===== config.mk =====
export PLATFORM = sky130hd
export DESIGN_NAME = blackjack_top
export DESIGN_NICKNAME = d
export VERILOG_FILES = /design/src/blackjack_pkg.sv /design/src/blackjack_top.sv /design/src/card_deck.sv /design/src/coin_bank.sv /design/src/game_control.sv /design/src/hand_scorer.sv
export SDC_FILE = /design/constraint.sdc
export NUM_CORES = 1
export LEC_CHECK = 0
export BUFFER_PORTS_ARGS = -buffer_cell sky130_fd_sc_hd__buf_4
export CAP_MARGIN = 25
export CORE_MARGIN = 5
export CORE_UTILIZATION = 34
export DETAILED_ROUTE_END_ITERATION = 10
export GPL_TIMING_DRIVEN = 0
export PLACE_DENSITY = 0.48
export SYNTH_ARGS = -nofsm -noshare
export SYNTH_HDL_FRONTEND = slang
export SYNTH_SLANG_ARGS = --single-unit
export TNS_END_PERCENT = 5

===== constraint.sdc =====
create_clock -name clk -period 26 [get_ports clk]
set_input_delay 1.3 -clock clk [delete_from_list [all_inputs] [get_ports clk]]
set_output_delay 1.3 -clock clk [all_outputs]
set_load 0.01 [all_outputs]

===== src/blackjack_pkg.sv =====
`default_nettype none

package blackjack_pkg;

    // card value 1..10, ace is 1
    typedef logic [3:0] card_t;

    // hand score, hard sum can pass 21
    typedef logic [5:0] score_t;

    typedef logic [7:0] coin_t;
    typedef logic [3:0] bet_t;

    typedef enum logic [2:0] {
        PHASE_BETTING = 3'd0,
        PHASE_DEALING = 3'd1,
        PHASE_PLAYER  = 3'd2,
        PHASE_DEALER  = 3'd3,
        PHASE_SETTLE  = 3'd4
    } game_phase_t;

    typedef enum logic [1:0] {
        OUTCOME_NONE = 2'd0,
        OUTCOME_WIN  = 2'd1,
        OUTCOME_LOSE = 2'd2,
        OUTCOME_DRAW = 2'd3
    } outcome_t;

    // ------------------------------------------------------------
    // rule constants
    // ------------------------------------------------------------
    localparam score_t BLACKJACK    = 6'd21;
    localparam score_t DEALER_STAND = 6'd17;
    localparam score_t ACE_BONUS    = 6'd10;
    localparam coin_t  MAX_COINS    = 8'd255;

endpackage

`default_nettype wire


===== src/blackjack_top.sv =====
`timescale 1ns/1ps
`default_nettype none

module blackjack_top import blackjack_pkg::*; #(
    parameter coin_t       INITIAL_COINS = 8'd100,
    parameter logic [15:0] DECK_SEED     = 16'hace1
) (
    input  logic        clk,
    input  logic        reset,
    input  logic        next,
    input  logic        hit,
    input  logic        stand,
    input  bet_t        bet,
    output score_t      player_score,
    output score_t      dealer_score,
    output coin_t       coins,
    output outcome_t    outcome,
    output game_phase_t phase
);

    card_t card;
    logic  draw;
    logic  player_add;
    logic  dealer_add;
    logic  clear_hands;
    logic  start_round;
    logic  settle;
    logic  bet_ok;

    card_deck #(
        .DECK_SEED(DECK_SEED)
    ) card_deck_i (
        .clk  (clk),
        .reset(reset),
        .draw (draw),
        .card (card)
    );

    // ------------------------------------------------------------
    // hands
    // ------------------------------------------------------------
    hand_scorer player_scorer_i (
        .clk  (clk),
        .reset(reset),
        .clear(clear_hands),
        .add  (player_add),
        .card (card),
        .score(player_score)
    );

    hand_scorer dealer_scorer_i (
        .clk  (clk),
        .reset(reset),
        .clear(clear_hands),
        .add  (dealer_add),
        .card (card),
        .score(dealer_score)
    );

    game_control game_control_i (
        .clk         (clk),
        .reset       (reset),
        .next        (next),
        .hit         (hit),
        .stand       (stand),
        .bet_ok      (bet_ok),
        .player_score(player_score),
        .dealer_score(dealer_score),
        .draw        (draw),
        .player_add  (player_add),
        .dealer_add  (dealer_add),
        .clear_hands (clear_hands),
        .start_round (start_round),
        .settle      (settle),
        .outcome     (outcome),
        .phase       (phase)
    );

    coin_bank #(
        .INITIAL_COINS(INITIAL_COINS)
    ) coin_bank_i (
        .clk         (clk),
        .reset       (reset),
        .bet         (bet),
        .start_round (start_round),
        .settle      (settle),
        .outcome     (outcome),
        .player_score(player_score),
        .bet_ok      (bet_ok),
        .coins       (coins)
    );

endmodule

`default_nettype wire


===== src/card_deck.sv =====
`timescale 1ns/1ps
`default_nettype none

module card_deck import blackjack_pkg::*; #(
    parameter logic [15:0] DECK_SEED = 16'hace1
) (
    input  logic  clk,
    input  logic  reset,
    input  logic  draw,
    output card_t card
);

    logic [15:0] lfsr;
    logic        feedback;
    card_t       card_raw;

    // taps 16, 14, 13, 11
    assign feedback = lfsr[15] ^ lfsr[13] ^ lfsr[12] ^ lfsr[10];

    always_ff @(posedge clk or posedge reset) begin
        if (reset) begin
            lfsr <= DECK_SEED;
        end else if (draw) begin
            lfsr <= {lfsr[14:0], feedback};
        end
    end

    // rank 1..13, face cards count as 10
    always_comb begin
        card_raw = card_t'(lfsr % 16'd13) + 4'd1;
        if (card_raw > 4'd10) begin
            card = 4'd10;
        end else begin
            card = card_raw;
        end
    end

endmodule

`default_nettype wire


===== src/coin_bank.sv =====
`timescale 1ns/1ps
`default_nettype none

module coin_bank import blackjack_pkg::*; #(
    parameter coin_t INITIAL_COINS = 8'd100
) (
    input  logic     clk,
    input  logic     reset,
    input  bet_t     bet,
    input  logic     start_round,
    input  logic     settle,
    input  outcome_t outcome,
    input  score_t   player_score,
    output logic     bet_ok,
    output coin_t    coins
);

    bet_t       bet_q;
    logic [8:0] payout;
    logic [8:0] total;

    assign bet_ok = (bet != '0) && (coin_t'(bet) <= coins);

    always_ff @(posedge clk or posedge reset) begin
        if (reset) begin
            bet_q <= '0;
        end else if (start_round) begin
            bet_q <= bet;
        end
    end

    // ------------------------------------------------------------
    // payout
    // ------------------------------------------------------------
    always_comb begin
        case (outcome)
            OUTCOME_WIN: begin
                if (player_score == BLACKJACK) begin
                    payout = {3'd0, bet_q, 2'd0};
                end else begin
                    payout = {4'd0, bet_q, 1'b0};
                end
            end
            OUTCOME_DRAW: payout = {5'd0, bet_q};
            default:      payout = 9'd0;
        endcase
        total = {1'b0, coins} + payout;
    end

    always_ff @(posedge clk or posedge reset) begin
        if (reset) begin
            coins <= INITIAL_COINS;
        end else if (start_round) begin
            coins <= coins - coin_t'(bet);
        end else if (settle) begin
            // saturate at the top of the range
            if (total > {1'b0, MAX_COINS}) begin
                coins <= MAX_COINS;
            end else begin
                coins <= total[7:0];
            end
        end
    end

endmodule

`default_nettype wire


===== src/game_control.sv =====
`timescale 1ns/1ps
`default_nettype none

module game_control import blackjack_pkg::*; (
    input  logic        clk,
    input  logic        reset,
    input  logic        next,
    input  logic        hit,
    input  logic        stand,
    input  logic        bet_ok,
    input  score_t      player_score,
    input  score_t      dealer_score,
    output logic        draw,
    output logic        player_add,
    output logic        dealer_add,
    output logic        clear_hands,
    output logic        start_round,
    output logic        settle,
    output outcome_t    outcome,
    output game_phase_t phase
);

    logic [1:0] deal_cnt;
    logic       pending;
    logic       accept;
    logic       deal_draw;
    logic       player_draw;
    logic       dealer_draw;
    logic       turn_over;
    outcome_t   outcome_q;
    outcome_t   judged;

    // ------------------------------------------------------------
    // strobes
    // ------------------------------------------------------------
    assign accept = (phase == PHASE_BETTING) && next && bet_ok;

    // natural 21 or bust also ends the turn
    assign turn_over = stand || (player_score >= BLACKJACK);

    assign deal_draw   = (phase == PHASE_DEALING);
    assign player_draw = (phase == PHASE_PLAYER) && !pending && !turn_over && hit;
    assign dealer_draw = (phase == PHASE_DEALER) && !pending && (dealer_score < DEALER_STAND);

    assign draw        = deal_draw || player_draw || dealer_draw;
    // deal order is player, dealer, player, dealer
    assign player_add  = (deal_draw && !deal_cnt[0]) || player_draw;
    assign dealer_add  = (deal_draw && deal_cnt[0]) || dealer_draw;
    assign clear_hands = accept;
    assign start_round = accept;
    assign settle      = (phase == PHASE_SETTLE);

    // ------------------------------------------------------------
    // judgement
    // ------------------------------------------------------------
    always_comb begin
        if (player_score > BLACKJACK) begin
            judged = OUTCOME_LOSE;
        end else if (dealer_score > BLACKJACK) begin
            judged = OUTCOME_WIN;
        end else if (player_score > dealer_score) begin
            judged = OUTCOME_WIN;
        end else if (player_score < dealer_score) begin
            judged = OUTCOME_LOSE;
        end else begin
            judged = OUTCOME_DRAW;
        end
    end

    // bank needs the result during the settle cycle itself
    assign outcome = settle ? judged : outcome_q;

    // ------------------------------------------------------------
    // round FSM
    // ------------------------------------------------------------
    always_ff @(posedge clk or posedge reset) begin
        if (reset) begin
            phase     <= PHASE_BETTING;
            deal_cnt  <= 2'd0;
            pending   <= 1'b0;
            outcome_q <= OUTCOME_NONE;
        end else begin
            case (phase)
                PHASE_BETTING: begin
                    if (accept) begin
                        phase     <= PHASE_DEALING;
                        deal_cnt  <= 2'd0;
                        outcome_q <= OUTCOME_NONE;
                    end
                end
                PHASE_DEALING: begin
                    deal_cnt <= deal_cnt + 2'd1;
                    if (deal_cnt == 2'd3) begin
                        phase <= PHASE_PLAYER;
                    end
                end
                PHASE_PLAYER: begin
                    // wait one cycle after a hit for the new score
                    if (pending) begin
                        pending <= 1'b0;
                    end else if (player_score > BLACKJACK) begin
                        phase <= PHASE_SETTLE;
                    end else if (turn_over) begin
                        phase <= PHASE_DEALER;
                    end else if (hit) begin
                        pending <= 1'b1;
                    end
                end
                PHASE_DEALER: begin
                    if (pending) begin
                        pending <= 1'b0;
                    end else if (dealer_draw) begin
                        pending <= 1'b1;
                    end else begin
                        phase <= PHASE_SETTLE;
                    end
                end
                PHASE_SETTLE: begin
                    outcome_q <= judged;
                    phase     <= PHASE_BETTING;
                end
                default: begin
                    phase <= PHASE_BETTING;
                end
            endcase
        end
    end

endmodule

`default_nettype wire


===== src/hand_scorer.sv =====
`timescale 1ns/1ps
`default_nettype none

module hand_scorer import blackjack_pkg::*; (
    input  logic   clk,
    input  logic   reset,
    input  logic   clear,
    input  logic   add,
    input  card_t  card,
    output score_t score
);

    score_t hard_sum;
    score_t soft_sum;
    logic   ace_seen;

    // ------------------------------------------------------------
    // hand accumulation
    // ------------------------------------------------------------
    always_ff @(posedge clk or posedge reset) begin
        if (reset) begin
            hard_sum <= '0;
            ace_seen <= 1'b0;
        end else if (clear) begin
            hard_sum <= '0;
            ace_seen <= 1'b0;
        end else if (add) begin
            hard_sum <= hard_sum + score_t'(card);
            if (card == 4'd1) begin
                ace_seen <= 1'b1;
            end
        end
    end

    // ------------------------------------------------------------
    // ace adjustment
    // ------------------------------------------------------------

    // only one ace can ever count high without busting
    assign soft_sum = hard_sum + ACE_BONUS;

    always_comb begin
        if (ace_seen && (soft_sum <= BLACKJACK)) begin
            score = soft_sum;
        end else begin
            score = hard_sum;
        end
    end

endmodule

`default_nettype wire

==> summary.md, run 1 <==
| Metric | Value |
|---|---|
| Run status | `complete, no violations` |
| Top-area cell type share of the netlist area | `0.156` |
| Final instance area | `between 7000 and 8000 um2` |
| Skew-Pair Late Insertion Delay | `~300 ps` |
| Die Wd | `146 um` |
| Critical Path AT | `~10000 ps` |
| EDFF count, synth | `0` |
| Initial drt markers | `517` |
| Fraction of layout cells with a size suffix above 1 | `0.156` |
| Initial antenna violation count | `0` |
| Post-synth top area cell | `dfrtp_1` |
| Post-synthesis mux area share | `0.0358` |
| Sequential area share after synthesis | `0.202` |
| Synth top area cells | `dfrtp_1 (16%), ha_1 (6.6%), nand2_1 (5.3%)` |
| Worst path required time | `between 20000 and 30000 ps` |
| Synth Area in Adders | `0.0788` |
| Cells after Synth | `roughly 800` |
| Hold Buf Count CTS | `0` |
| Tcrit/Tclk final | `0.392` |
| I/O pin cnt | `34` |
| Worst slack at placement | `about 16000 ps` |
| Final net count | `890` |
| Die Y | `about 150 um` |
| Total core area | `18000 um2` |
| Routed wire length | `18000 um` |
| IO Port Bufs | `33` |
| Post-synth design cell area | `6260 um2` |
| Cell Area, Placed | `6810 um2` |
| Synth Flop Type | `dfrtp_1` |
| Post-synthesis compound-gate area fraction | `0.322` |
| Critical path class | `reg2reg` |
| Ys Warns | `0` |
| Max Clk Rate | `98.2 MHz` |
| Synthesis-stage register bit count | `50` |
| Starting density of the core | `0.347` |
| Total die area | `21200 um2` |
| RSZ-0062 raised after global routing | `false` |
| Placer Congestion | `~0.88` |
| Critical Path Start Type | `flip-flop` |
| Layout Skew | `about 4.8 ps` |
| DP Wirelength | `approximately 13000 um` |
| Relative slew margins | `0.351` |
| Post-synthesis simple-gate area fraction | `0.255` |
| Final Hold Fails | `0` |
| Max cap viols | `0` |
| P&R area growth vs syn | `12.0%` |
| CTS root buffer | `clkbuf_16` |
| Clock Path Buffers | `2` |
| Largest fanout on the critical path | `10` |
| Post-DR wirelength/cell | `16.8 um` |
| Post-synthesis xor/xnor area fraction | `0.0420` |
| GRT overflow | `0` |
| Num rows | `about 50` |
| Top-count cell post-synth | `nand2_1` |
| Delay-heaviest family, CP | `compound AO/OA/AOI/OAI gates` |
| Main combinational cell family by area after synthesis | `compound AO/OA/AOI/OAI gates` |
| Unique cell type count in the Yosys netlist | `approximately 110` |
| Worst-Margin Slew | `about 960 ps` |
| DP Cell Count | `~1100` |
| Worst hold path type | `reg2reg` |
| Setup ws final | `between 15000 and 20000 ps` |
| N_diodes | `0` |
| Vias per cell | `5.98` |
| CTS H-tree lvls | `2` |
| Largest net degree at the start of global routing | `39` |
| Worst-path clk slew | `approximately 70 ps` |
| Vias in the first global route | `approximately 6000` |
| # DRC | `0` |
| Via count | `around 6400` |
| CTS tree | `built` |
| CTS buffer count | `5` |
| Clock Sinks | `50` |
| Bufs and invs on worst path | `3` |
| Total GRT Usage | `0.163` |
| Final TNS setup | `0 ps` |
| CTS resizes | `0` |
| Fin. max-slew vios | `0` |
| Post-CTS setup buffer count | `0` |
| Initial DRT Pass Iterations | `5` |
| First-pass GRT wire length | `around 30000 um` |
| Crit-path slowest cell | `a2111oi_1` |
| Mean Syn Cell Area | `roughly 7.8 um2` |
| DRT antenna net count | `0` |
| Syn_nets | `849` |
| Synth cell count leaders | `nand2_1 (89), o21ai_0 (57), nor2_1 (53), a21oi_1 (46)` |
| Post-layout min period | `around 10000 ps` |
| FFs w/ async S/R, synth | `1.00` |
| Layout Cells excl Fill | `about 1100` |
| Worst path max stage delay | `roughly 710 ps` |
| Critical Path Sink Type | `flip-flop` |
| Setup violators final | `0` |
## logic make-up after synthesis
logic type	after synthesis
flip-flops	50
XOR/XNOR	30
multiplexers	19
adder cells (fa/ha/maj)	37
buffers and inverters	88
AO/OA/AOI/OAI	279
AND/OR/NAND/NOR	300
## cell type report
type                       instances  area, um2
inverter                          39        146
buffer                            49        253
multi-input combinational        665       4600
clock buffer                       6        139
sequential                        50       1260
clock inverter                     2       60.1
tap                              229        287
timing repair buffer              34        268
fill                            1894      11000
## stage by stage
| step | util | hold WS (ps) |
|---|---|---|
| 5_1_grt | 0.389 | 518 |
| 6_report | 0.389 | 495 |
| 4_1_cts | 0.389 | 503 |
| 3_5_place_dp | 0.378 | 486 |
| 2_1_floorplan | - | 443 |
| 3_3_place_gp | 0.377 | 479 |
## cell usage in the layout, fill, tap and decap left out, drive strengths merged, types with 5 or more instances in the layout
cell type / n
nand2: 90
o21ai: 70
buf: 61
nor2: 54
a21oi: 47
dfrtp: 39
inv: 39
ha: 33
clkbuf: 28
nand3: 27
xnor2: 20
nor3: 19
o211ai: 15
nor2b: 14
a21o: 14
nand2b: 12
a31oi: 11
and3: 11
dfstp: 11
mux2i: 11
a211oi: 11
nor4: 11
xor2: 10
nand4: 10
and2: 9
o22ai: 9
a211o: 8
or3: 8
o2111ai: 7
mux2: 7
or2: 7
or4: 7
o31ai: 7
a22oi: 7
a21boi: 7
o21a: 6
o21bai: 5
## flip-flops by register name, summed over array words and instances, names as in the netlist
signal and count:
game_control_i.phase 3, game_control_i.deal_cnt 2, coin_bank_i.coins 8, coin_bank_i.bet_q 4
game_control_i.outcome_q 2, card_deck_i.lfsr 16, player_scorer_i.hard_sum 6, dealer_scorer_i.hard_sum 6
player_scorer_i.ace_seen 1, dealer_scorer_i.ace_seen 1, game_control_i.pending 1
## path summary, 6_finish.rpt
kind                                                  start                                      end  slack (ps)  cells after the start
min                        coin_bank_i.coins[2]$_DFFE_PP1P_         coin_bank_i.coins[2]$_DFFE_PP1P_         490                      2
min in group asynchronous                             reset          card_deck_i.lfsr[2]$_DFFE_PP0P_         970                      2
max                        card_deck_i.lfsr[15]$_DFFE_PP1P_  dealer_scorer_i.hard_sum[4]$_DFFE_PP0P_       15820                     40
max in group asynchronous                             reset         card_deck_i.lfsr[10]$_DFFE_PP1P_       24440                      3
max reg2reg                card_deck_i.lfsr[15]$_DFFE_PP1P_  dealer_scorer_i.hard_sum[4]$_DFFE_PP0P_       15820                     40
min reg2reg                coin_bank_i.coins[2]$_DFFE_PP1P_         coin_bank_i.coins[2]$_DFFE_PP1P_         490                      2
## metal layers
layer / part of all wire / wire length (um) / GRT usage / vias up
li1: - / - / - / 3096
met1: 0.48 / 8710 / 0.231 / 3127
met2: 0.47 / 8380 / 0.267 / 183
met3: 0.041 / 741 / 0.0187 / 14
met4: 0.0091 / 163 / 0.0340 / 0
met5: 0 / 0 / 0 / -
## worst min-delay path, cell delays in order, from the launching register on
cell     delay [ps]
dfstp_2         390
nand2_1          60
nand2_1          40
Power of run 1 is left out: the tool's default activity adds up to more than one toggle a clock period on the data nets, which glitch-free logic cannot reach.
==> run 2, diff against run 1 <==
Clock period 26 ns to 10.4 ns, I/O delays scaled along.
==> run 2 against run 1 <==
Sequential share of layout area down 0.20 points. Via count grew 0.40%. Count of clock-buffer cells in the layout stayed put. First-iteration DRC count grew 0.19%. Critical path type unchanged. Critical endpoint unchanged. Largest cell class unchanged.
==> summary.md, run 2 (synthesized netlist as in run 1, its figures left out) <==
| Metric | Value |
|---|---|
| Vias in the first global route | `approximately 6000` |
| IO Port Bufs | `33` |
| Starting density of the core | `0.347` |
| Worst-Margin Slew | `about 960 ps` |
| Crit Reg-Reg Startpoint | `card_deck_i.lfsr[10]$_DFFE_PP1P_` |
| Post-layout min period | `~9700 ps` |
| Post-CTS setup buffer count | `0` |
| Fraction of layout cells with a size suffix above 1 | `0.170` |
| Crit-path slowest cell | `or4b_4` |
| CTS resizes | `0` |
| Largest registers | `card_deck_i.lfsr: 16 flops, coin_bank_i.coins: 8 flops` |
| Initial DRT Pass Iterations | `5` |
| Most common cell after layout, fill and taps aside | `nand2_1` |
| Critical path class | `reg2reg` |
| N_diodes | `0` |
| Relative slew margins | `0.351` |
| Worst-path clk slew | `70 ps` |
| # DRC | `0` |
| CTS H-tree lvls | `2` |
| Setup violators final | `0` |
| Post-DR wirelength/cell | `between 15 and 20 um` |
| Initial drt markers | `approximately 520` |
| DRT antenna net count | `0` |
| Die Y | `146 um` |
| Routed wire length | `about 18000 um` |
| Total GRT Usage | `0.163` |
| FF-to-FF path depth | `44` |
| Num rows | `between 40 and 50` |
| Critical Path AT | `between 9000 and 10000 ps` |
| Commonest non-fill, non-tap cells in the layout | `nand2_1 (89), o21ai_0 (56), nor2_1 (50)` |
| Initial antenna violation count | `0` |
| P&R area growth vs syn | `13.3%` |
| Critical Path Sink Type | `flip-flop` |
| Vias per cell | `between 6 and 7` |
| Largest fanout on the critical path | `10` |
| CTS tree | `built` |
| FF-to-FF setup slack | `approximately 650 ps` |
| Die Wd | `approximately 150 um` |
| First-pass GRT wire length | `between 30000 and 40000 um` |
| I/O pin cnt | `34` |
| Fin. max-slew vios | `0` |
| DP Wirelength | `between 10000 and 15000 um` |
| Critical Path Most Common Cell | `ha_1` |
| Max FFs per register | `16` |
| Worst path required time | `between 10000 and 15000 ps` |
| CTS buffer count | `5` |
| Final Hold Fails | `0` |
| Worst path max stage delay | `~550 ps` |
| Via count | `around 6400` |
| Final net count | `890` |
| Tcrit/Tclk final | `0.937` |
| Final TNS setup | `0 ps` |
| FF-to-FF End | `dealer_scorer_i.hard_sum[4]$_DFFE_PP0P_` |
| Max Clk Rate | `103 MHz` |
| Hold Buf Count CTS | `0` |
| Skew-Pair Late Insertion Delay | `~300 ps` |
| RSZ-0062 raised after global routing | `false` |
| Placer Congestion | `around 0.88` |
| CTS root buffer | `clkbuf_16` |
| Critical Path Start Type | `flip-flop` |
| Largest register by flop count | `card_deck_i.lfsr` |
| Total die area | `21200 um2` |
| Layout Skew | `around 4 ps` |
| Run status | `complete, no violations` |
| Largest net degree at the start of global routing | `39` |
| Max cap viols | `0` |
| Worst hold path type | `in2async` |
| Clock Sinks | `50` |
| Total core area | `approximately 18000 um2` |
| Clock Path Buffers | `2` |
| GRT overflow | `0` |
==> run 2: cell types whose count changed in the layout (fill, tap and decap cells not counted), sizes merged <==
cell	change
clkbuf	+1
buf	-1
==> run 2: per-layer routing <==
layer  track usage  share of wire  up-vias  wire (um)
met3        0.0187          0.041       14        741
met2         0.267           0.47      181       8480
li1              -              -     3100          -
met4        0.0340         0.0086        0        155
met1         0.231           0.48     3151       8620
met5             0              0        -          0
==> run 2: final cells by class <==
type / instances / area (um2)
well taps: 229 / 287
clock inverters: 2 / 60.1
inverters: 39 / 146
clock buffers: 6 / 139
fillers: 1886 / 10900
plain buffers: 49 / 256
multi-input cells: 665 / 4670
repair buffers: 34 / 268
flip-flops and latches: 50 / 1260
==> run 2: worst max path at each step <==
| stage | startpoint | to | slack [ps] |
|---|---|---|---|
| global route | card_deck_i.lfsr[10]$_DFFE_PP1P_ | player_scorer_i.hard_sum[4]$_DFFE_PP0P_ | 70 |
| detailed placement | card_deck_i.lfsr[10]$_DFFE_PP1P_ | dealer_scorer_i.hard_sum[4]$_DFFE_PP0P_ | 450 |
| finish | card_deck_i.lfsr[10]$_DFFE_PP1P_ | dealer_scorer_i.hard_sum[4]$_DFFE_PP0P_ | 650 |
| floorplan | card_deck_i.lfsr[13]$_DFFE_PP1P_ | player_scorer_i.hard_sum[4]$_DFFE_PP0P_ | 1790 |
| global placement | card_deck_i.lfsr[13]$_DFFE_PP1P_ | player_scorer_i.hard_sum[4]$_DFFE_PP0P_ | 590 |
| CTS | card_deck_i.lfsr[10]$_DFFE_PP1P_ | dealer_scorer_i.hard_sum[4]$_DFFE_PP0P_ | 390 |
==> run 2: through the flow <==
| stage | util | area, um2 | setup WS, ps | hold WS, ps | instances |
|---|---|---|---|---|---|
| floorplan | - | 6260 | 1790 | 443 | 803 |
| global placement | 0.377 | 6790 | 585 | 479 | 1065 |
| detailed placement | 0.378 | 6810 | 448 | 486 | 1066 |
| CTS | 0.389 | 7010 | 394 | 189 | 1074 |
| global route | 0.393 | 7090 | 72.7 | 203 | 1074 |
| finish | 0.393 | 7090 | 655 | 187 | 1074 |
==> run 2: worst max-delay path: cells and delay by family, from the launching register on <==
kind                     cells  cell delay [ps]
AO/OA/AOI/OAI               20             4100
XOR/XNOR                     1              180
adder cells (fa/ha/maj)      5             1270
buffers and inverters        6              990
flip-flops                   1              530
multiplexers                 2              500
AND/OR/NAND/NOR             10             2000
Power of run 2 is left out for the same reason.
==> run 3, diff against run 2 <==
Settings changed: REMOVE_ABC_BUFFERS set to 1.
==> run 3 against run 2 <==
Non-clock buffer count down 39. Flip-flop and latch count unchanged. Worst hold slack worse by 7.0 ps. First-iteration DRC count down 24%. Utilization down 0.71 points. Maximum frequency up 0.30%. Critical path type unchanged. Critical endpoint is now player_scorer_i.hard_sum[4]$_DFFE_PP0P_. Largest cell class unchanged. Highest routed layer unchanged.
==> summary.md, run 3 (synthesized netlist as in run 1, its figures left out) <==
| Metric | Value |
|---|---|
| Critical Path Sink Type | `flip-flop` |
| Critical path class | `reg2reg` |
| Critical Path AT | `9870 ps` |
| Layout Skew | `approximately 8 ps` |
| Final Hold Fails | `0` |
| Worst path max stage delay | `about 760 ps` |
| # DRC | `0` |
| Tcrit/Tclk final | `0.934` |
| Vias per cell | `between 5 and 6` |
| DRT antenna net count | `0` |
| I/O pin cnt | `34` |
| FF-to-FF path depth | `40` |
| Post-layout min period | `slightly below 10000 ps` |
| Placer Congestion | `approximately 0.85` |
| Starting density of the core | `0.347` |
| Commonest non-fill, non-tap cells in the layout | `nand2_1 (89), o21ai_0 (56), nor2_1 (50)` |
| Initial drt markers | `a little under 400` |
| Largest fanout on the critical path | `25` |
| Setup violators final | `0` |
| Routed wire length | `16600 um` |
| Worst hold path type | `in2async` |
| Initial DRT Pass Iterations | `5` |
| N_diodes | `0` |
| CTS buffer count | `5` |
| First-pass GRT wire length | `between 20000 and 30000 um` |
| Max cap viols | `0` |
| Total GRT Usage | `0.149` |
| Final instance area | `between 6000 and 7000 um2` |
| Hold Buf Count CTS | `0` |
| CTS H-tree lvls | `2` |
| FF-to-FF setup slack | `680 ps` |
| Crit-path slowest cell | `dfstp_4` |
| Largest registers | `card_deck_i.lfsr: 16 flops, coin_bank_i.coins: 8 flops` |
| Initial antenna violation count | `0` |
| Cell Area, Placed | `between 6000 and 7000 um2` |
| Via count | `about 6000` |
| Max FFs per register | `16` |
| Hold Slack | `approximately 180 ps` |
| GRT overflow | `0` |
| Fraction of layout cells with a size suffix above 1 | `0.174` |
| CTS root buffer | `clkbuf_16` |
| Skew-Pair Late Insertion Delay | `between 200 and 300 ps` |
| Worst-path clk slew | `70 ps` |
| Run status | `complete, no violations` |
| Clock Sinks | `50` |
| Worst-Margin Slew | `1020 ps` |
| Clock Path Buffers | `2` |
| Vias in the first global route | `5814` |
| Die Y | `between 100 and 150 um` |
| Total core area | `approximately 18000 um2` |
| Post-DR wirelength/cell | `roughly 16 um` |
| Most common cell after layout, fill and taps aside | `nand2_1` |
| Largest net degree at the start of global routing | `40` |
| Relative slew margins | `0.309` |
| Fin. max-slew vios | `0` |
| Largest register by flop count | `card_deck_i.lfsr` |
| Total die area | `21200 um2` |
| CTS tree | `built` |
| Max Clk Rate | `103 MHz` |
| Final TNS setup | `0 ps` |
| P&R area growth vs syn | `11.2%` |
| DP Wirelength | `around 12000 um` |
| Die Wd | `146 um` |
| Crit Reg-Reg Startpoint | `card_deck_i.lfsr[13]$_DFFE_PP1P_` |
| FF-to-FF End | `player_scorer_i.hard_sum[4]$_DFFE_PP0P_` |
| Num rows | `just under 50` |
| Worst path required time | `around 11000 ps` |
| Final net count | `approximately 850` |
| Critical Path Most Common Cell | `ha_1` |
| IO Port Bufs | `33` |
| Critical Path Start Type | `flip-flop` |
==> run 3: changes by cell type in the layout (fill, tap and decap cells not counted), sizes merged <==
cell / previous run / this run
clkbuf: 29 / 5
clkinv: 0 / 1
inv: 39 / 40
bufinv: 2 / 0
clkinvlp: 0 / 1
buf: 60 / 44
==> run 3: layout make-up <==
class | count | area (um2)
Clock inverter | 3 | 25.0
Tap cell | 229 | 287
Clock buffer | 5 | 125
Fill cell | 1881 | 11100
Inverter | 39 | 146
Multi-Input combinational cell | 665 | 4740
Timing Repair Buffer | 44 | 359
Sequential cell | 50 | 1270
==> run 3: through the flow <==
step	utilization	cells	setup WS (ps)
after floorplan	-	754	1330
after global placement	0.363	1016	-303
after detailed placement	0.365	1018	-428
after CTS	0.376	1030	96.1
after global routing	0.386	1035	-35.2
final	0.386	1035	684
==> run 3: worst max-delay path by stage <==
stage / startpoint / endpoint / slack, ps
6_report: card_deck_i.lfsr[13]$_DFFE_PP1P_ / player_scorer_i.hard_sum[4]$_DFFE_PP0P_ / 680
5_1_grt: card_deck_i.lfsr[11]$_DFFE_PP1P_ / dealer_scorer_i.hard_sum[4]$_DFFE_PP0P_ / -40
4_1_cts: card_deck_i.lfsr[13]$_DFFE_PP1P_ / player_scorer_i.hard_sum[4]$_DFFE_PP0P_ / 100
3_5_place_dp: card_deck_i.lfsr[13]$_DFFE_PP1P_ / player_scorer_i.hard_sum[4]$_DFFE_PP0P_ / -430
3_3_place_gp: card_deck_i.lfsr[13]$_DFFE_PP1P_ / player_scorer_i.hard_sum[4]$_DFFE_PP0P_ / -300
2_1_floorplan: card_deck_i.lfsr[13]$_DFFE_PP1P_ / player_scorer_i.hard_sum[4]$_DFFE_PP0P_ / 1330
==> run 3: repair_timing <==
action	4_1_cts	5_1_grt
setup endpoints to repair	10	10
resized for setup	4	27
pin swaps	1	2
setup buffers	4	5
==> run 3: worst max-delay path: cells and delay by family, from the launching register on <==
kind | cells | cell delay (ps)
fa+ha+maj | 5 | 1270
simple gates | 10 | 1640
compound gates | 21 | 5240
mux | 1 | 370
xor+xnor | 1 | 190
flops | 1 | 760
buf+inv | 2 | 110
==> run 3: routing by layer <==
metal,vias up,share of wire,GRT usage
met2,107,0.48,0.252
met5,-,0,0
met1,2842,0.48,0.208
met3,18,0.025,0.0131
met4,0,0.011,0.0313
li1,3005,-,-
Power of run 3 is left out for the same reason.
